File: src/rtl/lsu_config.svh
// sizing macros for the tile memory subsystem, included by every rtl file that needs a width or depth
`ifndef LSU_CONFIG_SVH
`define LSU_CONFIG_SVH

// data path and address width
`define LSU_DATA_WIDTH 32

// local data memory depth in words
`define LSU_DMEM_WORDS 1024

// outgoing remote request queue depth
`define LSU_FIFO_DEPTH 4

// dram npa prefix for icache miss fetches
`define LSU_DRAM_PREFIX 32'h8000_0000

`endif

File: src/rtl/lsu_pkg.sv
// shared types for the lsu, its execute stage bundle and the remote request path
`include "lsu_config.svh"

package lsu_pkg;

  // tile-group coordinates
  typedef logic [5:0] x_cord_t;
  typedef logic [4:0] y_cord_t;

  // operation flags from decode
  typedef struct packed {
    logic is_load_op;
    logic is_store_op;
    logic is_lr_op;
    logic is_amo_op;
    logic is_byte_op;
    logic is_hex_op;
    logic is_load_unsigned;
    logic [1:0] amo_type;
  } decode_s;

  // tile-group view of an effective address
  typedef struct packed {
    logic [2:0] remote;
    y_cord_t y_cord;
    x_cord_t x_cord;
    logic [1:0] pad;
    logic [15:0] addr;
  } tile_group_addr_s;

  // travels with a load so the response can be steered and extended
  typedef struct packed {
    logic icache_fetch;
    logic is_unsigned_op;
    logic is_byte_op;
    logic is_hex_op;
    logic [1:0] part_sel;
  } load_info_s;

  typedef struct packed {
    logic write_not_read;
    logic is_amo_op;
    logic [1:0] amo_type;
    logic [`LSU_DATA_WIDTH/8-1:0] mask;
    load_info_s load_info;
    logic [4:0] reg_id;
    logic [`LSU_DATA_WIDTH-1:0] data;
    logic [`LSU_DATA_WIDTH-1:0] addr;
  } remote_req_s;

endpackage

File: src/rtl/tile_cfg_regs.sv
// tile-group coordinate registers and dmem overflow counter, sits beside the lsu
module tile_cfg_regs (
  input  logic             clk_i,
  input  logic             reset_i,

  // configuration write port
  input  logic             cfg_we_i,
  input  lsu_pkg::x_cord_t cfg_x_i,
  input  lsu_pkg::y_cord_t cfg_y_i,

  // one pulse per overflowed access from the lsu
  input  logic             overflow_v_i,

  output lsu_pkg::x_cord_t tg_x_o,
  output lsu_pkg::y_cord_t tg_y_o,
  output logic [15:0]      overflow_count_o
);

  logic count_sat;

  assign count_sat = &overflow_count_o;

  // coordinates seen by the lsu from the next cycle on
  always_ff @(posedge clk_i) begin
    if (!reset_i) begin
      tg_x_o <= '0;
      tg_y_o <= '0;
    end else if (cfg_we_i) begin
      tg_x_o <= cfg_x_i;
      tg_y_o <= cfg_y_i;
    end
  end

  // profiling counter, holds at all ones
  always_ff @(posedge clk_i) begin
    if (!reset_i) begin
      overflow_count_o <= '0;
    end else if (overflow_v_i && !count_sat) begin
      overflow_count_o <= overflow_count_o + 16'd1;
    end
  end

endmodule

File: config.mk
export PLATFORM = sky130hd
export DESIGN_NAME = tile_cfg_regs
export DESIGN_NICKNAME = d
export VERILOG_FILES = /design/src/rtl/lsu_pkg.sv /design/src/rtl/tile_cfg_regs.sv
export VERILOG_INCLUDE_DIRS = /design/src /design/src/rtl
export SDC_FILE = /design/constraint.sdc
export NUM_CORES = 1
export LEC_CHECK = 0
export ABC_CLOCK_PERIOD_IN_PS = 2600
export BUFFER_PORTS_ARGS = -buffer_cell sky130_fd_sc_hd__buf_2
export CORE_MARGIN = 8
export CORE_UTILIZATION = 52
export CTS_CLUSTER_SIZE = 25
export DETAILED_ROUTE_END_ITERATION = 7
export PLACE_DENSITY_LB_ADDON = 0.2
export SLEW_MARGIN = 20
export SYNTH_ARGS = -nofsm -noshare
export SYNTH_HDL_FRONTEND = slang
export SYNTH_SLANG_ARGS = --single-unit
File: constraint.sdc
create_clock -name clk_i -period 2.6 [get_ports clk_i]
set_input_delay 0.65 -clock clk_i [delete_from_list [all_inputs] [get_ports clk_i]]
set_output_delay 0.65 -clock clk_i [all_outputs]
set_load 0.05 [all_outputs]
Yosys cells after proc, flatten, opt, wreduce, memory -nomap -nowiden. Index checks and enable logic that the tools add are counted.

Input port bits: 15. Bits in read-only memories: 0. Flip-flop bits (word level): 27. Bits in latches: 0. Memories kept: 0. Output and inout port bits: 27. Logic and storage cells: 7. Memory bits (writable): 0.

Multiply operators: 0. Divide/modulo/power cells: 0. Reductions and logical operators: 3. Order comparisons: 0. $add $sub $neg: 1. Multiplexer cells: 0. Bitwise operators: 0. Shift-type cells: 0. Eq/ne operators: 0.

Operators with widths (number): $add 16x1->16 const B (1); $reduce_and 16->1 (1); $logic_and 1x1->1 (1); $logic_not 1->1 (1).

Logic depth before layout (Yosys ltp).
Depth in word-level cells: 3. Depth in mapped cells: 5. Gate-level depth less buffers: 5.

Worst setup path after synthesis. No wires, ideal clock.

Kind: flip-flop to flip-flop. From: register overflow_count_o[0]. To: register overflow_count_o[14]. Buffers on the path: 0. Setup slack: 0.534 ns. Data required time: 2.480 ns. Clock period less this slack: 2.066 ns. Data arrival time: 1.946 ns. Cell stages (with the launch flop): 6. Library setup time: 0.120 ns. Cell sequence: dfxtp_1 -> ha_1 -> nand4_1 -> a311oi_1 -> nand4_1 -> mux2i_1.

Cells in the longest elaborated chain, start to end: 3. Elaborated cells between the ends (all ways): 4. Classes of those cells: 1 x add/sub; 3 x reduce/logical.

RTL lines: start: declaration (RTL line tile_cfg_regs.sv:16) `output logic [15:0] overflow_count_o`; start signal: assignment (RTL line tile_cfg_regs.sv:39) `overflow_count_o <= overflow_count_o + 16'd1;`; branches (longest 3 deep; another with $add 16x1->16).

Several ways; the timed one is not identified. A chain may end at the register's enable or synchronous reset.

Worst setup path after layout. Same ends and word-level chain as after synthesis.

==> impl_metrics.ini <==
[synth]
ys.flop_type = dfxtp_1
yosys_warnings = 0
avgSynthCellArea_um2 = 9.22
synth_area_um2 = 1200
synth_edf_count = 0
synth_area_leaders = dfxtp_1 45%, mux2i_1 14%, nor2_1 4.4%, a21oi_1 3.3%, nand2_1 2.8%
synthCells = 130
synth_top_area_cell = dfxtp_1
ys_types = 31
async_flop_share_pct = 0
synth_top_area_share_pct = 45.1
synthesis.nets = 146
ys_seq_area_share_pct = 45.1
synth-seq-cells = 27

[route]
drc = 0
wl_per_cell_um = 13.6
num_vias = 1106
post_drt_via_cell_ratio = 5.59
drt_first_iter_violations = 41
dr.pass1.iters = 4
ant_nets = 0
drt_wl_total_mm = 2.69

[placement]
io_buffers = 41
dp_hpwl_mm = 2.06
placed_area_um2 = 1420
place.gp.congestion = 0.788

[clocking]
cts_max_level = 1
cts_resized = 0
hold_buffers = 0
clk_latency_ns = 0.32
cts.sink_count = 27
post-cts-setup-buffer-count = 0
cts-root-buf = clkbuf_4
path_clk_slew_ns = 0.13
clock_path_buffers = 2
cts_tree = done
numCtsBuffers = 3

[sta]
worstMarginPinSlew_ns = 0.656
min_period_ns = 1.92
clock_skew_ns = 0.00371
final_hold_viol_count = 0
fin_tns_setup_ns = 0
slew_viol_final = 0
whs_ns = 0.502
slew_headroom_pct = 56.2
rsz0062_at_grt = false
setup_viol = 0
fin_crit_sh_pct = 73.8
max_freq_mhz = 521

[finish]
final_util_pct = 66.0
antenna_cells = 0
area_growth_pct = 20.7
finalNetCount = 187
final_cell_mix = 41 x buf_2, 27 x dfxtp_1, 17 x mux2i_1
final_common_cell = buf_2
drive_above_1_share_pct = 27.6
fin_area_um2 = 1450
nFillCells = 185

[die]
rows = 17
core_region_area_um2 = 2190
die-width_um = 64.0
die_area_um2 = 4100
io_pins = 42
die_y_um = 64.0
initial_core_util_pct = 54.7

[critical_path]
critPathRequiredTime_ns = 2.82
endpoint_kind = flip-flop
cp_max_fo = 7
start_kind = flip-flop
arrival_ns = 2.14
critPathKind = flip-flop to flip-flop
regToRegSetupSlack_ns = 0.68

[global_routing]
grt_pass1_vias = 1044
grt_use_total_pct = 13.0
antenna_found_initial = 0
grt_overflow = 0
grt_max_degree = 22
grt_pass1_wl_mm = 4.61

[run_status]
outcome = complete, no violations

[power]
power_uw = 718
vdd_drop_max_mv = 0.301
leakagePower_nw = 0.660
powerDensity_nw_per_um2 = 496

[min_path]
worstHoldPathType = flip-flop to flip-flop

[flow_run]
cap_viol_max_count = 0
synthesized netlist by cell type (2+ instances only):
| library cell | number |
|---|---|
| a21oi_1 | 8 |
| and3_1 | 2 |
| clkbuf_1 | 4 |
| dfxtp_1 | 27 |
| inv_1 | 4 |
| mux2i_1 | 17 |
| nand2_1 | 9 |
| nand2b_1 | 5 |
| nand3_1 | 6 |
| nand4_1 | 4 |
| nor2_1 | 14 |
| nor3_1 | 5 |
| nor4_1 | 2 |
| o21ai_0 | 2 |
| o31ai_1 | 3 |
| or4_1 | 3 |
per-stage QoR:
stage          instances  setup slack [ns]
2_1_floorplan        130             0.534
3_3_place_gp         194             0.677
3_5_place_dp         194             0.606
4_1_cts              198             0.694
5_1_grt              198             0.489
6_report             198             0.681
cell type report:
| class | instances | area [um^2] | share of cell area (%) |
|---|---|---|---|
| Multi-Input combinational cell | 94 | 624 | 43.2 |
| Tap cell | 28 | 35.0 | 2.42 |
| Clock buffer | 4 | 26.3 | 1.82 |
| Timing Repair Buffer | 41 | 205 | 14.2 |
| Sequential cell | 27 | 541 | 37.4 |
| Inverter | 4 | 15.0 | 1.04 |
kinds of logic (layout without fill, tap and decap cells):
logic type | count (synthesis) | after routing | synth area share (%)
AND/OR/NAND/NOR | 57 | 57 | 26.3
buffers and inverters | 9 | 49 | 2.82
multiplexers | 17 | 17 | 14.2
flip-flops | 27 | 27 | 45.1
AO/OA/AOI/OAI | 18 | 18 | 9.81
adder cells (fa/ha/maj) | 1 | 1 | 1.04
XOR/XNOR | 1 | 1 | 0.731
worst max-delay path, cell delays in order (launching register included):
cell,delay (ns)
dfxtp_1,0.41
ha_1,0.29
nand4_1,0.27
a311oi_1,0.53
nand4_1,0.18
mux2i_1,0.15
path summary, 6_finish.rpt:
kind / start / to / cells after the start
max: overflow_count_o[0] / overflow_count_o[14] / 5
min: overflow_count_o[11] / overflow_count_o[11] / 2
max reg2reg: overflow_count_o[0] / overflow_count_o[14] / 5
min reg2reg: overflow_count_o[11] / overflow_count_o[11] / 2
power by group:
group,internal (mW),switching (mW)
clock,0.0601,0.117
sequential,0.427,0.00724
combinational,0.0313,0.0755
total,0.518,0.199
state kept, by name, indices dropped and copies added, names as in the netlist:
register / count
tg_y_o: 5
tg_x_o: 6
overflow_count_o: 16
routing by layer:
metal | global-route usage (%) | wire length, um | vias to the layer above
met3 | 3.48 | 176 | 2
li1 | - | - | 555
met2 | 22.1 | 1290 | 42
met5 | 0 | 0 | -
met1 | 16.2 | 1210 | 507
met4 | 2.51 | 14 | 0
Power figures use the tool's default switching activity.
