[config.mk]
export PLATFORM = sky130hd
export DESIGN_NAME = remote_fifo
export DESIGN_NICKNAME = d
export VERILOG_FILES = /design/src/rtl/remote_fifo.sv
export SDC_FILE = /design/constraint.sdc
export NUM_CORES = 1
export LEC_CHECK = 0
export ABC_CLOCK_PERIOD_IN_PS = 4700
export BUFFER_PORTS_ARGS = -buffer_cell sky130_fd_sc_hd__buf_4
export CAP_MARGIN = 10
export CORE_MARGIN = 4
export CORE_UTILIZATION = 45
export DETAILED_ROUTE_END_ITERATION = 6
export MAX_ROUTING_LAYER = met4
export PLACE_DENSITY = 0.7
export RECOVER_POWER = 25
export SYNTH_ARGS = -nofsm -noshare
export SYNTH_HDL_FRONTEND = slang
export SYNTH_SLANG_ARGS = --single-unit
[constraint.sdc]
create_clock -name clk_i -period 4.7 [get_ports clk_i]
set_clock_uncertainty 0.1 [all_clocks]
set_input_delay 0.47 -clock clk_i [delete_from_list [all_inputs] [get_ports clk_i]]
set_output_delay 0.47 -clock clk_i [all_outputs]
set_load 0.02 [all_outputs]
[src/rtl/remote_fifo.sv]
// circular buffer of outgoing requests, head visible as soon as written, drained by the network
module remote_fifo #(
  parameter type payload_t = logic [7:0],
  parameter int depth_p = 2,
  localparam int ptr_width_lp = (depth_p > 1) ? $clog2(depth_p) : 1,
  localparam int cnt_width_lp = $clog2(depth_p + 1)
) (
  input  logic     clk_i,
  input  logic     reset_i,

  input  logic     enq_i,
  input  payload_t data_i,

  // pulse from the network side
  input  logic     deq_i,
  output payload_t data_o,
  output logic     v_o,
  output logic     full_o
);

  payload_t mem [depth_p];
  logic [ptr_width_lp-1:0] rd_ptr;
  logic [ptr_width_lp-1:0] wr_ptr;
  logic [cnt_width_lp-1:0] count;
  logic do_enq;
  logic do_deq;

  function automatic logic [ptr_width_lp-1:0] ptr_next(input logic [ptr_width_lp-1:0] p);
    ptr_next = (p == ptr_width_lp'(depth_p - 1)) ? '0 : p + 1'b1;
  endfunction

  assign v_o    = (count != '0);
  assign full_o = (count == cnt_width_lp'(depth_p));
  assign data_o = mem[rd_ptr];

  // full with a pop in the same cycle still accepts
  assign do_enq = enq_i & (~full_o | deq_i);
  assign do_deq = deq_i & v_o;

  always_ff @(posedge clk_i) begin
    if (!reset_i) begin
      rd_ptr <= '0;
      wr_ptr <= '0;
      count  <= '0;
    end else begin
      if (do_enq) wr_ptr <= ptr_next(wr_ptr);
      if (do_deq) rd_ptr <= ptr_next(rd_ptr);
      if (do_enq && !do_deq) begin
        count <= count + 1'b1;
      end else if (do_deq && !do_enq) begin
        count <= count - 1'b1;
      end
    end
  end

  always_ff @(posedge clk_i) begin
    if (do_enq) mem[wr_ptr] <= data_i;
  end

  assert property (@(posedge clk_i) disable iff (!reset_i) enq_i |-> !full_o)
    else $error("remote fifo enqueue while full");
  assert property (@(posedge clk_i) disable iff (!reset_i) deq_i |-> v_o)
    else $error("remote fifo dequeue while empty");

endmodule

# --- Word level (Yosys, flattened, before mapping) ---
# Memories as Yosys holds them, arrays and structs flattened. A register that Yosys moved wholly into a read port is not among the register bits.
# Cells that the tools add are included.
op_classes:
  eq_ne: 1
  n_addsub: 4
  muxes: 8
  reduce_logical: 6
  bitwise_logic: 4
ops:
  columns: ["cell", "n"]
  rows:
  - ["$mux 1", 6]
  - ["$mux 2", 2]
  - ["$reduce_bool 2->1", 2]
  - ["$add 1x1->1 const B", 2]
  - ["$add 2x1->2 const B", 1]
  - ["$and 1x1->1", 2]
  - ["$eq 2x2->1 const B", 1]
  - ["$logic_and 1x1->1", 2]
  - ["$logic_not 1->1", 2]
  - ["$sub 2x1->2 const B", 1]
  - ["$not 1->1", 1]
  - ["$or 1x1->1", 1]
totals:
  out_inout_bits: 10
  mem_bits_rw: 16
  mem_count: 1
  inputBits: 12
  word_cells: 27
  ff_bits: 4
memory_table:
  columns: ["memory", "depth", "width", "read_ports", "rd_clocked_by_memory_dff", "write_ports", "line", "rtl"]
  rows:
  - ["mem", 2, 8, 1, 1, 1, "21", "payload_t mem [depth_p];"]

# --- Depth between registers and ports, before layout ---
depth:
  ltp_word: 8
  mapped_depth: 6
  mapped_depth_nobuf: 6

# --- Worst setup path after synthesis ---
# Ideal clock, no wire load.
synth_timing:
  path_type: "register to register"
  from: "register count[1]"
  to: "register count[1]"
  path_buffers: 0
  slack_ps: 2857
  synth_period_minus_slack_ps: 1843
  t_required_ps: 4530
  arrival_time_ps: 1673
  path_stages_with_launch: 6
  setup_time_ps: 70
  cell_sequence: "dfxtp_1 > nor2b_1 > a21boi_2 > ha_1 > or3_1 > a21boi_1"
synth_via:
  elab_chain_len: 7
  word_cells_on_any_way: 15
  classes_between: "2 x add/sub; 1 x eq/ne; 2 x mux; 4 x bitwise; 6 x reduce/logical"
synth_lines:
  columns: ["element", "line", "rtl"]
  rows:
  - ["start, declared", "24", "logic [cnt_width_lp-1:0] count;"]
  - ["start signal, assigned", "49", "count <= count + 1'b1;"]
  - ["start signal, assigned", "51", "count <= count - 1'b1;"]
  - ["$eq 2x2->1 *", "33", "assign full_o = (count == cnt_width_lp'(depth_p));"]
  - ["named net full_o", "18", "output logic full_o"]
  - ["$not 1->1 *", "37", "assign do_enq = enq_i & (~full_o | deq_i);"]
  - ["$or 1x1->1 *", "37", null]
  - ["$and 1x1->1 *", "37", null]
  - ["$logic_not 1->1", "50", "end else if (do_deq && !do_enq) begin"]
  - ["$logic_and 1x1->1", "50", null]
  - ["$reduce_bool 2->1 (no line)", null, null]
# The timed path passes the listed nets; every way through them passes the cells marked *. The select of a mux whose other input is x is not followed.
# A chain may end at the register's enable or synchronous reset.

==> key figures <==
Finish
  • # diodes: 0
  • Non-Filler Instances: roughly 100
  • Layout cell share with drive strength beyond 1: 0.446
  • Final net count: 88
  • Multi-input gate area: approximately 230 um^2
  • Sequential Area: 581 um^2
  • Syn-to-layout area delta: 25.3%
  • Fill cells: 152

Logic synthesis
  • Most frequent cells after synthesis: 16 x edfxtp_1, 8 x mux2_2, 5 x dfxtp_1
  • Yosys synthesis warning count: 0
  • Synth top area share: 0.588
  • Avg Synthesized Cell Area: between 15 and 20 um^2
  • Seq cells post-synth: 21
  • Asr flop ratio synth: 0
  • Synthesized area: 817 um^2
  • Most frequent cell after synthesis: edfxtp_1
  • Most used DFF post-synth: edfxtp_1
  • Count of flip-flops with a built-in enable after synthesis: 16
  • Mapped Nets: 63
  • Sequential area share after synthesis: 0.711
  • Area leader, netlist: edfxtp_1
  • Area contributors post-synth: edfxtp_1 59%, dfxtp_1 12%, mux2_2 11%
  • Cells after Synth: 50
  • Number of distinct library cells after synthesis: 19

Worst setup path
  • CP max FO: 8
  • Crit-path max cell delay: 560 ps
  • Crit-path slowest cell: dfxtp_1
  • Worst R2R Start: count[0]
  • CP Launch Type: register
  • Family with the most delay on the worst path: flip-flops
  • Critical path class: reg2out
  • CP endpoint: data_o[1]
  • Arrival time at the worst endpoint: 1380 ps
  • CP Depth: 2
  • Critical Path RT: 4130 ps
  • R2r setup slk: 2910 ps
  • CP cell instances: mux2_2 -> buf_4
  • R2R Path End: mem[0][0]
  • Worst r2r path cells: 3
  • WP buf/inv: 1
  • Setup crit end kind: output port

STA
  • Final worst slack: roughly 2700 ps
  • Crit path time final: 1950 ps
  • Tcrit/Tclk final: 0.415
  • RSZ-0062 raised after global routing: no
  • Slew margin rel.: 0.547
  • Fin. Hold Viols: 0
  • Max-slew violation count: 0
  • Post-Route Setup TNS: 0 ps
  • Slew @ Worst Pin: 679 ps
  • # setup viols final: 0
  • Fmax achieved: 512 MHz

Job
  • Max Cap Viol: 0

GRT
  • Tot GR Track Use: 0.113
  • Largest net degree at the start of global routing: 12
  • Initial antenna violation count: 0
  • First-pass GRT wire length: ~2.1 mm
  • Number of global-route vias before repair: 482
  • Grt total ovfl: 0

Place
  • Dpl cells: 95
  • GPL Wtd Cong: just over 0.7
  • I/O Buffers: 21
  • Dpl hpwl: about 940 um
  • Worst slack, placed: 2810 ps

Clock network
  • Cts hold-fix bufs: 0
  • Clk pin slew, worst setup/hold paths: 110 ps
  • Root Buffer: clkbuf_4
  • Total CTS buffers: 3
  • CTS tree: done
  • Clk Latency, worst-skew pair: approximately 280 ps
  • Post-cts gate resize count: 0
  • Num Clock Sinks: 21
  • H-Tree Depth: 1
  • Post-CTS Setup Bufs: 0
  • CTS Buffer Depth: 2

Drt
  • DR pass1 iterations: 4
  • Drt initial violations: 5
  • Drt wl/cell: 12.7 um
  • Vias per inst: 4.66
  • Routed Antenna Nets: 0
  • Final routed DRC violation total: 0
  • Drt total wl: 1.25 mm
  • Vias: 461

Run status
  • Status: finished, final reports clean

Worst hold path
  • Hold Path Depth: 1
  • Hold Path Class: in2reg

Power and ir drop
  • Pwr/cell area: 498 nW/um^2
  • Total power draw: 0.510 mW
  • Peak supply drop: 0.316 mV
  • Leak Pwr: 0.395 nW

Die
  • Die ar.: 2560 um^2
  • Die Height: 50.6 um
  • Starting Density: 0.473
  • IO Pins: 22
  • Core area: 1730 um^2
  • Die W: 50.6 um
  • Rows: 15
-- metal layers --
layer	wire, um	vias to the layer above	global-route usage
li1	-	230	-
met1	516	219	0.137
met2	681	10	0.191
met3	44	2	0.0267
met4	10	0	0.0269
met5	0	-	-
-- kinds of logic after synthesis --
| group | synth area share |
|---|---|
| DFF | 0.711 |
| and+or+nand+nor | 0.0735 |
| muxes | 0.123 |
| AOI/OAI and AO/OA | 0.0352 |
| xor gates and xnor gates | 0.0322 |
| buffers and inverters | 0.0107 |
| adders and majority gates | 0.0153 |
-- cell usage in the layout (no fill, tap or decap), drive strengths merged, types with 2 or more instances in the layout --
master   n
a21boi   2
and2     4
buf     15
clkbuf  10
dfxtp    5
edfxtp  16
mux2     8
nor2b    2
o21ai    2
xnor2    2
-- cell type report --
class,count,share of cell area
multi-input combinational,27,0.222
clock buffer,4,0.0257
sequential,21,0.567
tap,25,0.0306
inverter,1,0.00367
timing repair buffer,21,0.150
-- how the worst min path moves through the flow --
stage	from	to	slack [ps]
after floorplan	wr_ptr	wr_ptr	350
after global placement	wr_ptr	wr_ptr	370
after detailed placement	wr_ptr	wr_ptr	380
after CTS	data_i[3]	mem[1][3]	260
after global routing	data_i[7]	mem[1][7]	250
final	data_i[7]	mem[0][7]	260
-- where the power goes --
group / switching [mW] / internal (mW) / total [mW]
combinational: 0.0818 / 0.0914 / 0.173
clock: 0.0501 / 0.0329 / 0.0830
sequential: 0.0228 / 0.231 / 0.254
-- state kept, by name (all words and copies together), names as in the netlist, named ones only --
signal / flops
mem: 16
count: 2
rd_ptr: 1
wr_ptr: 1
-- metrics by stage --
step                       util  instance area [um^2]  hold WS [ps]
after global placement    0.580                  1000           372
after floorplan               -                   817           351
after CTS                 0.595                  1030           259
after global routing      0.593                  1020           248
final                     0.593                  1020           265
after detailed placement  0.580                  1000           383
Note: power is estimated with default switching activity, not from simulation.
