## src/rtl/lsu_config.svh

```systemverilog
// sizing macros for the tile memory subsystem, included by every rtl file that needs a width or depth
`ifndef LSU_CONFIG_SVH
`define LSU_CONFIG_SVH

// data path and address width
`define LSU_DATA_WIDTH 32

// local data memory depth in words
`define LSU_DMEM_WORDS 1024

// outgoing remote request queue depth
`define LSU_FIFO_DEPTH 4

// dram npa prefix for icache miss fetches
`define LSU_DRAM_PREFIX 32'h8000_0000

`endif

```

## src/rtl/lsu_pkg.sv

```systemverilog
// shared types for the lsu, its execute stage bundle and the remote request path
`include "lsu_config.svh"

package lsu_pkg;

  // tile-group coordinates
  typedef logic [5:0] x_cord_t;
  typedef logic [4:0] y_cord_t;

  // operation flags from decode
  typedef struct packed {
    logic is_load_op;
    logic is_store_op;
    logic is_lr_op;
    logic is_amo_op;
    logic is_byte_op;
    logic is_hex_op;
    logic is_load_unsigned;
    logic [1:0] amo_type;
  } decode_s;

  // tile-group view of an effective address
  typedef struct packed {
    logic [2:0] remote;
    y_cord_t y_cord;
    x_cord_t x_cord;
    logic [1:0] pad;
    logic [15:0] addr;
  } tile_group_addr_s;

  // travels with a load so the response can be steered and extended
  typedef struct packed {
    logic icache_fetch;
    logic is_unsigned_op;
    logic is_byte_op;
    logic is_hex_op;
    logic [1:0] part_sel;
  } load_info_s;

  typedef struct packed {
    logic write_not_read;
    logic is_amo_op;
    logic [1:0] amo_type;
    logic [`LSU_DATA_WIDTH/8-1:0] mask;
    load_info_s load_info;
    logic [4:0] reg_id;
    logic [`LSU_DATA_WIDTH-1:0] data;
    logic [`LSU_DATA_WIDTH-1:0] addr;
  } remote_req_s;

endpackage

```

## src/rtl/exe_req_if.sv

```systemverilog
// execute stage operation bundle, driven at the top level and read by the lsu
`include "lsu_config.svh"

interface exe_req_if;
  import lsu_pkg::*;

  // one-cycle strobe qualifying decode and operands
  logic valid;
  decode_s decode;
  logic [`LSU_DATA_WIDTH-1:0] rs1;
  logic [`LSU_DATA_WIDTH-1:0] rs2;
  logic [4:0] rd;
  logic [`LSU_DATA_WIDTH-1:0] offset;
  logic [`LSU_DATA_WIDTH-1:0] pc_plus4;
  // separate strobe for an instruction fetch miss
  logic icache_miss;

  modport src (
    output valid, decode, rs1, rs2, rd, offset, pc_plus4, icache_miss
  );

  modport lsu (
    input valid, decode, rs1, rs2, rd, offset, pc_plus4, icache_miss
  );

endinterface

```

## src/rtl/lsu.sv

```systemverilog
// load store unit, forms addresses and store data and steers each op to dmem or the network
`include "lsu_config.svh"

module lsu #(
  localparam int addr_width_lp = $clog2(`LSU_DMEM_WORDS),
  localparam int mask_width_lp = `LSU_DATA_WIDTH / 8
) (
  exe_req_if.lsu                     exe,

  // coordinates from the config block
  input  lsu_pkg::x_cord_t           tg_x_i,
  input  lsu_pkg::y_cord_t           tg_y_i,

  // local data memory
  output logic                       dmem_v_o,
  output logic                       dmem_w_o,
  output logic [addr_width_lp-1:0]   dmem_addr_o,
  output logic [`LSU_DATA_WIDTH-1:0] dmem_data_o,
  output logic [mask_width_lp-1:0]   dmem_mask_o,
  output logic                       reserve_o,

  // outgoing network request
  output lsu_pkg::remote_req_s       remote_req_o,
  output logic                       remote_req_v_o,

  output logic                       overflow_v_o
);

  import lsu_pkg::*;

  logic [`LSU_DATA_WIDTH-1:0] mem_addr;
  logic [`LSU_DATA_WIDTH-1:0] miss_addr;
  logic [`LSU_DATA_WIDTH-1:0] store_data;
  logic [mask_width_lp-1:0]   store_mask;
  tile_group_addr_s           tg_addr;
  load_info_s                 load_info;
  logic op_v;
  logic tg_self;
  logic plain_local;
  logic tg_in_range;
  logic is_local;

  // a fetch miss takes the cycle over any execute op
  assign op_v = exe.valid & ~exe.icache_miss;

  assign mem_addr  = exe.rs1 + exe.offset;
  assign miss_addr = (exe.pc_plus4 - `LSU_DATA_WIDTH'(4)) | `LSU_DRAM_PREFIX;

  // replicate narrow store data across the word
  always_comb begin
    if (exe.decode.is_byte_op) begin
      store_data = {4{exe.rs2[7:0]}};
      store_mask = 4'b0001 << mem_addr[1:0];
    end else if (exe.decode.is_hex_op) begin
      store_data = {2{exe.rs2[15:0]}};
      store_mask = mem_addr[1] ? 4'b1100 : 4'b0011;
    end else begin
      store_data = exe.rs2;
      store_mask = 4'b1111;
    end
  end

  // tile-group form naming this tile, atomics never stay local
  assign tg_addr = mem_addr;
  assign tg_self = (tg_addr.remote == 3'b001) & (tg_addr.x_cord == tg_x_i)
                 & (tg_addr.y_cord == tg_y_i) & ~exe.decode.is_amo_op;

  // low 0.5k and high 3.5k of the plain space map onto dmem
  assign plain_local = mem_addr inside {[32'h0000_0000:32'h0000_01ff]}
                     | mem_addr inside {[32'h0003_f200:32'h0003_ffff]};
  assign tg_in_range = tg_addr.addr inside {[16'h0000:16'h007f]}
                     | tg_addr.addr inside {[16'hfc80:16'hffff]};
  assign is_local    = plain_local | (tg_self & tg_in_range);

  assign dmem_v_o    = op_v & is_local
                     & (exe.decode.is_load_op | exe.decode.is_store_op | exe.decode.is_lr_op);
  assign dmem_w_o    = exe.decode.is_store_op;
  assign dmem_addr_o = mem_addr[2 +: addr_width_lp];
  assign dmem_data_o = store_data;
  assign dmem_mask_o = store_mask;
  assign reserve_o   = op_v & exe.decode.is_lr_op & is_local;

  always_comb begin
    load_info = '0;
    if (exe.icache_miss) begin
      load_info.icache_fetch = 1'b1;
    end else begin
      load_info.is_unsigned_op = exe.decode.is_load_unsigned;
      load_info.is_byte_op     = exe.decode.is_byte_op;
      load_info.is_hex_op      = exe.decode.is_hex_op;
      load_info.part_sel       = mem_addr[1:0];
    end
    remote_req_o.write_not_read = exe.decode.is_store_op & ~exe.icache_miss;
    remote_req_o.is_amo_op      = exe.decode.is_amo_op & ~exe.icache_miss;
    remote_req_o.amo_type       = exe.decode.amo_type;
    remote_req_o.mask           = store_mask;
    remote_req_o.load_info      = load_info;
    remote_req_o.reg_id         = exe.rd;
    remote_req_o.data           = store_data;
    remote_req_o.addr           = exe.icache_miss ? miss_addr : mem_addr;
  end

  assign remote_req_v_o = exe.icache_miss | (op_v & ~is_local
    & (exe.decode.is_load_op | exe.decode.is_store_op | exe.decode.is_amo_op));

  // names this tile but falls in the gap that overflows to dram
  assign overflow_v_o = op_v & tg_self & ~tg_in_range
    & (exe.decode.is_load_op | exe.decode.is_store_op | exe.decode.is_lr_op);

  // the execute stage must keep atomics off dmem and reservations on it
  always_comb begin
    if (op_v && exe.decode.is_amo_op) begin
      assert (!is_local) else $error("atomic issued to a local dmem address");
    end
    if (op_v && exe.decode.is_lr_op) begin
      assert (is_local) else $error("load-reserved issued to a non-local address");
    end
  end

endmodule

```

## src/flat_wrapper.sv

```systemverilog
// flat-port wrapper written by rule: the top's interface ports become plain ports
module lsu_flat import lsu_pkg::*;
#(
  localparam int addr_width_lp = $clog2(`LSU_DMEM_WORDS),
  localparam int mask_width_lp = `LSU_DATA_WIDTH / 8
)
  (tg_x_i, tg_y_i, dmem_v_o, dmem_w_o, dmem_addr_o, dmem_data_o, dmem_mask_o, reserve_o, remote_req_o, remote_req_v_o, overflow_v_o, exe_valid, exe_decode, exe_rs1, exe_rs2, exe_rd, exe_offset, exe_pc_plus4, exe_icache_miss);
  exe_req_if exe_i ();
  input  lsu_pkg::x_cord_t tg_x_i;
  input  lsu_pkg::y_cord_t tg_y_i;
  output logic dmem_v_o;
  output logic dmem_w_o;
  output logic [addr_width_lp-1:0] dmem_addr_o;
  output logic [`LSU_DATA_WIDTH-1:0] dmem_data_o;
  output logic [mask_width_lp-1:0] dmem_mask_o;
  output logic reserve_o;
  output lsu_pkg::remote_req_s remote_req_o;
  output logic remote_req_v_o;
  output logic overflow_v_o;
  input wire logic [$bits(exe_i.valid)-1:0] exe_valid;
  input wire logic [$bits(exe_i.decode)-1:0] exe_decode;
  input wire logic [$bits(exe_i.rs1)-1:0] exe_rs1;
  input wire logic [$bits(exe_i.rs2)-1:0] exe_rs2;
  input wire logic [$bits(exe_i.rd)-1:0] exe_rd;
  input wire logic [$bits(exe_i.offset)-1:0] exe_offset;
  input wire logic [$bits(exe_i.pc_plus4)-1:0] exe_pc_plus4;
  input wire logic [$bits(exe_i.icache_miss)-1:0] exe_icache_miss;
  assign exe_i.valid = exe_valid;
  assign exe_i.decode = exe_decode;
  assign exe_i.rs1 = exe_rs1;
  assign exe_i.rs2 = exe_rs2;
  assign exe_i.rd = exe_rd;
  assign exe_i.offset = exe_offset;
  assign exe_i.pc_plus4 = exe_pc_plus4;
  assign exe_i.icache_miss = exe_icache_miss;
  lsu u_core (.exe(exe_i), .tg_x_i(tg_x_i), .tg_y_i(tg_y_i), .dmem_v_o(dmem_v_o), .dmem_w_o(dmem_w_o), .dmem_addr_o(dmem_addr_o), .dmem_data_o(dmem_data_o), .dmem_mask_o(dmem_mask_o), .reserve_o(reserve_o), .remote_req_o(remote_req_o), .remote_req_v_o(remote_req_v_o), .overflow_v_o(overflow_v_o));
endmodule
```

## config.mk

```make
export PLATFORM = sky130hd
export DESIGN_NAME = lsu_flat
export DESIGN_NICKNAME = d
export VERILOG_FILES = /design/src/rtl/lsu_pkg.sv /design/src/rtl/exe_req_if.sv /design/src/rtl/lsu.sv /design/src/flat_wrapper.sv
export VERILOG_INCLUDE_DIRS = /design/src /design/src/rtl
export SDC_FILE = /design/constraint.sdc
export NUM_CORES = 1
export LEC_CHECK = 0
export BUFFER_PORTS_ARGS = -buffer_cell sky130_fd_sc_hd__clkbuf_2
export CELL_PAD_IN_SITES_DETAIL_PLACEMENT = 1
export CELL_PAD_IN_SITES_GLOBAL_PLACEMENT = 1
export CORE_MARGIN = 2
export CORE_UTILIZATION = 25
export DETAILED_ROUTE_END_ITERATION = 10
export PLACE_DENSITY = 0.79
export SYNTH_ARGS = -nofsm -noshare
export SYNTH_HDL_FRONTEND = slang
export SYNTH_SLANG_ARGS = --single-unit
export TNS_END_PERCENT = 1
```

## constraint.sdc

```tcl
create_clock -name vclk -period 4.5
set_clock_uncertainty 0.15 [all_clocks]
set_input_delay 0.675 -clock vclk [all_inputs]
set_output_delay 0.675 -clock vclk [all_outputs]
set_load 0.02 [all_outputs]
```

# Word level (Yosys, flattened, before mapping)
# Index checks and enable logic that the tools add are counted.
# op_classes
bitwise_logic	27
n_reduce_logical	4
n_shift	1
magnitude_cmp	8
mux	8
addsub	2
eq_ne	3
# ops
operator	n
32-bit 2-to-1 mux	3
32-bit adder	1
32-bit by 1-bit greater-or-equal comparator with 1-bit output (second input constant)	1
32-bit by 18-bit greater-or-equal comparator with 1-bit output (second input constant)	1
32-bit by 18-bit <= comparator with 1-bit output (second input constant)	1
32-bit by 9-bit <= comparator with 1-bit output (second input constant)	1
31-bit by 3-bit subtractor with 31-bit output (second input constant)	1
1-bit bitwise AND	16
16-bit by 1-bit greater-or-equal comparator with 1-bit output (second input constant)	1
16-bit greater-or-equal comparator (second input constant)	1
16-bit <= comparator (second input constant)	1
16-bit by 7-bit <= comparator with 1-bit output (second input constant)	1
4-bit 2-to-1 mux	3
1-bit bitwise OR	7
6-bit equality test	1
5-bit equality test	1
5-bit 2-to-1 mux	1
1-bit logical AND	4
1-bit NOT	4
1-bit by 2-bit << shifter with 4-bit output (first input constant)	1
3-bit by 1-bit equality test with 1-bit output (second input constant)	1
1-bit 2-to-1 mux	1
# word_totals
wordCells	53
in_bits	155
ff_bits	0
out_inout_bits	134

# Longest topological paths before layout
# logic_depth
ltp_word	11
ltp_mapped	12

# Worst setup path before layout
# No wires, ideal clock.
# synth_path
kind	input-to-output
start	in exe_offset[7]
end	out dmem_v_o
setup_slack_ns	-0.461
n_path_buf	1
stages	11
t_required_ns	3.675
t_arrival_ns	4.136
path_cell_list	ha_1 clkbuf_1 nand2_1 or4_4 a311oi_2 nor4_1 or4b_4 nor2_1 or4b_1 or4b_4 a21oi_1
# synth_via
elab_chain_len	9
# synth_lines
item	line_no	text
from (decl)	flat_wrapper.sv:25	input wire logic [$bits(exe_i.offset)-1:0] exe_offset;
32-bit adder *	lsu.sv:46	assign mem_addr = exe.rs1 + exe.offset;
branches (longest 5 deep; another with 32-bit by 1-bit greater-or-equal comparator with 1-bit output)	--	
1-bit bitwise OR *	lsu.sv:73	assign is_local = plain_local | (tg_self & tg_in_range);
1-bit bitwise AND *	lsu.sv:75	assign dmem_v_o = op_v & is_local
1-bit bitwise AND *	lsu.sv:76	& (exe.decode.is_load_op | exe.decode.is_store_op | exe.decode.is_lr_op);
to (decl)	flat_wrapper.sv:11	output logic dmem_v_o;
# Mark *: on every way between the ends.

# Worst setup path after layout
# layout_path
start	in exe_offset[0]
end	out remote_req_v_o
# layout_via
elab_chain_len	11
# layout_lines
item	line_no	text
32-bit adder *	lsu.sv:46	
branches (longest 5 deep; another with 32-bit by 1-bit greater-or-equal comparator with 1-bit output)	--	
1-bit bitwise OR *	lsu.sv:73	
1-bit NOT *	lsu.sv:103	assign remote_req_v_o = exe.icache_miss | (op_v & ~is_local
1-bit bitwise AND *	lsu.sv:103	
1-bit bitwise AND *	lsu.sv:104	& (exe.decode.is_load_op | exe.decode.is_store_op | exe.decode.is_amo_op));
1-bit bitwise OR *	lsu.sv:103	
to (decl)	flat_wrapper.sv:18	output logic remote_req_v_o;
# Marked as above.

==> impl_results.md <==
* Run status: finished, violations left
* Failing checks: negative setup slack
* Detailed Route WL at a little under 20,000 um
* Nets at 1,109
* Grt total ovfl at 0
* Yosys warnings at 0
* Placeable Area at ~0.015 sq mm
* Vias per cell at 4.93
* Sequential cell count at 0
* GRT Overall Usage at 0.218
* DP Worst Slack at -0.852 ns
* Share of cells above drive strength 1 at 0.480
* Worst Max-Slew Pin Slew at 0.885 ns
* Maxcap violations at 0
* Crit end category: output port
* Unrepaired setup endpoints after global routing: true
* Final hold viol count at 0
* Setup CP Type: input pin to output port
* Critical Path AT at 4.28 ns
* Critical hold path startpoint: exe_rd[4]
* Yosys top cell area share at 0.106
* WHS at approximately 1.2 ns
* Unique cell type count in the Yosys netlist at 64
* Placed cell area at 0.00608 sq mm
* Syn Inst Count at about 600
* Initial antenna violation count at 0
* Met2 Track Usage GR at 0.417
* Peak supply drop at between 0.00005 and 0.00006 V
* Dpl cells at ~1,100
* Met1 GRT Util at 0.272
* Layout Area Growth over Synthesis at 58.0%
* Post-route worst setup slack at -0.609 ns
* Leakage at ~3.1 nW
* GRT busiest layer: met2
* Min-Delay Path Class: input pin to output port
* Critical path startpoint: exe_offset[0]
* I/O Buffers at between 200 and 300
* Crit path launch type: input pin
* Post-cts hold buffer count at 0
* FMAX at approximately 0.20 GHz
* Req. time, crit path at roughly 3.7 ns
* Die Y at about 130 um
* Max Slew Vio Count at 0
* Register area share after synthesis at 0
* Synth cell count leaders: 61 x nand2_1, 55 x buf_4, 48 x a21oi_1, 48 x nor2_1, 47 x o21ai_0
* Die ar. at 0.0167 sq mm
* Design Power at roughly 1.1 mW
* Dominant cells by area after synthesis: buf_4 11%, ha_1 10%, xnor2_1 8.3%, a21oi_1 6.1%, o21ai_0 6.0%
* Syn_nets at about 800
* DRT iter0 DRCs at about 260
* Initial Util at 0.256
* Setup-failing EPs final at 4
* Critical path endpoint: remote_req_v_o
* Antenna viol nets, final at 0
* Pwr/cell area at 180 mW/mm^2
* Largest net degree at the start of global routing at 44
* Core Util, Final at 0.405
* Die X-Extent at around 130 um
* DR pass1 iterations at 4
* Cell area after synthesis at approximately 0.0039 sq mm
* Rel. slew slack at 0.410
* Largest area contributor in the netlist: buf_4
* DP HPWL at 17,500 um
* Via count at 5,576
* Worst-path maximum fanout at 3
* Ports at between 200 and 300
* Vias in the first global route at 5,508
* Post-route cell area at approximately 0.0062 sq mm
* GPL Wtd Cong at 0.914
* # rows at 45
* Register area at 0 sq um
* Min Tclk post-route at 5.11 ns
* Crit share post-route at 1.14
* Drt drc at 0
* Count leader, synth: nand2_1
* GRT met3 Usage at 0.0190
* Wire length per cell at roughly 17 um
* CLK BUF at 0
* Fin Setup TNS at -1.86 ns
* First-pass GRT wire length at 29,100 um
* Post-Layout Cell Count at ~1,100
* Syn_area_per_cell at 6.53 sq um
==> worst max-delay path: stages <==
cell      delay, ns
buf_6          0.07
ha_4           0.15
fa_2           0.20
a21o_1         0.18
a221oi_4       0.09
or4_4          0.51
a311oi_4       0.37
nor4_2         0.07
or4b_4         0.51
nor2_2         0.09
or4b_1         0.43
or4b_4         0.56
a41o_4         0.24
buf_8          0.13
==> routing by layer <==
metal,part of all wire,vias up,wire length (um)
met2,0.51,177,9890
met3,0.054,18,1050
li1,-,2755,-
met5,0,-,0
met1,0.42,2626,8230
met4,0.014,0,276
==> final cells by class <==
cell class	instances	area (sq um)
Fill cell	2103	9080
Antenna cell	1	2.50
Inverter	19	71.3
Tap cell	211	264
Timing Repair Buffer	404	2390
Multi-Input combinational cell	496	3460
==> worst min-delay path by stage <==
stage,endpoint,cells after the start
after floorplan,remote_req_o[69],1
after global placement,remote_req_o[65],0
after detailed placement,remote_req_o[65],0
after CTS,remote_req_o[65],0
after global routing,remote_req_o[68],0
final,remote_req_o[68],0
==> report_power, final <==
| part | switching, mW | leakage (nW) | internal, mW |
|---|---|---|---|
| clock | 0 | 0.00000634 | 0.0000000299 |
| combinational | 0.641 | 3.13 | 0.471 |
| sequential | 0 | 0 | 0 |
==> kinds of logic (layout without fill, tap and decap cells) <==
logic type,count (synthesis),count (layout),share of synthesized area
mux,19,19,0.0518
other cells,0,1,0
fa+ha+maj,33,33,0.107
simple gates,215,215,0.280
compound gates,166,166,0.266
buf+inv,103,423,0.153
xor+xnor,63,63,0.141
==> what timing repair did <==
item                                    in CTS  in global routing
buffers inserted                             2                  0
gates cloned                                 0                  0
endpoints found under the setup margin       4                  4
pin swaps                                    8                  0
resized for setup                           11                  6
==> cell usage in the layout (no fill, tap or decap), types with 4 or more instances in the layout <==
| cell | instances |
|---|---|
| nand2b_1 | 4 |
| nor3_1 | 12 |
| xor2_1 | 26 |
| nor2_1 | 47 |
| o21bai_1 | 4 |
| or3_1 | 5 |
| a31oi_1 | 10 |
| a21oi_1 | 46 |
| xnor2_1 | 37 |
| nand3b_1 | 4 |
| nor2b_1 | 14 |
| a311oi_1 | 4 |
| a211oi_1 | 7 |
| buf_4 | 130 |
| a21o_1 | 14 |
| ha_4 | 5 |
| clkbuf_2 | 269 |
| or2_2 | 4 |
| nor4_1 | 11 |
| mux2_2 | 10 |
| inv_1 | 19 |
| o21ai_0 | 47 |
| ha_1 | 27 |
| nand4_1 | 13 |
| nand2_1 | 61 |
| mux2i_1 | 9 |
| or4_1 | 4 |
| nand3_1 | 14 |
No activity file was read; power rests on OpenSTA's default activity.
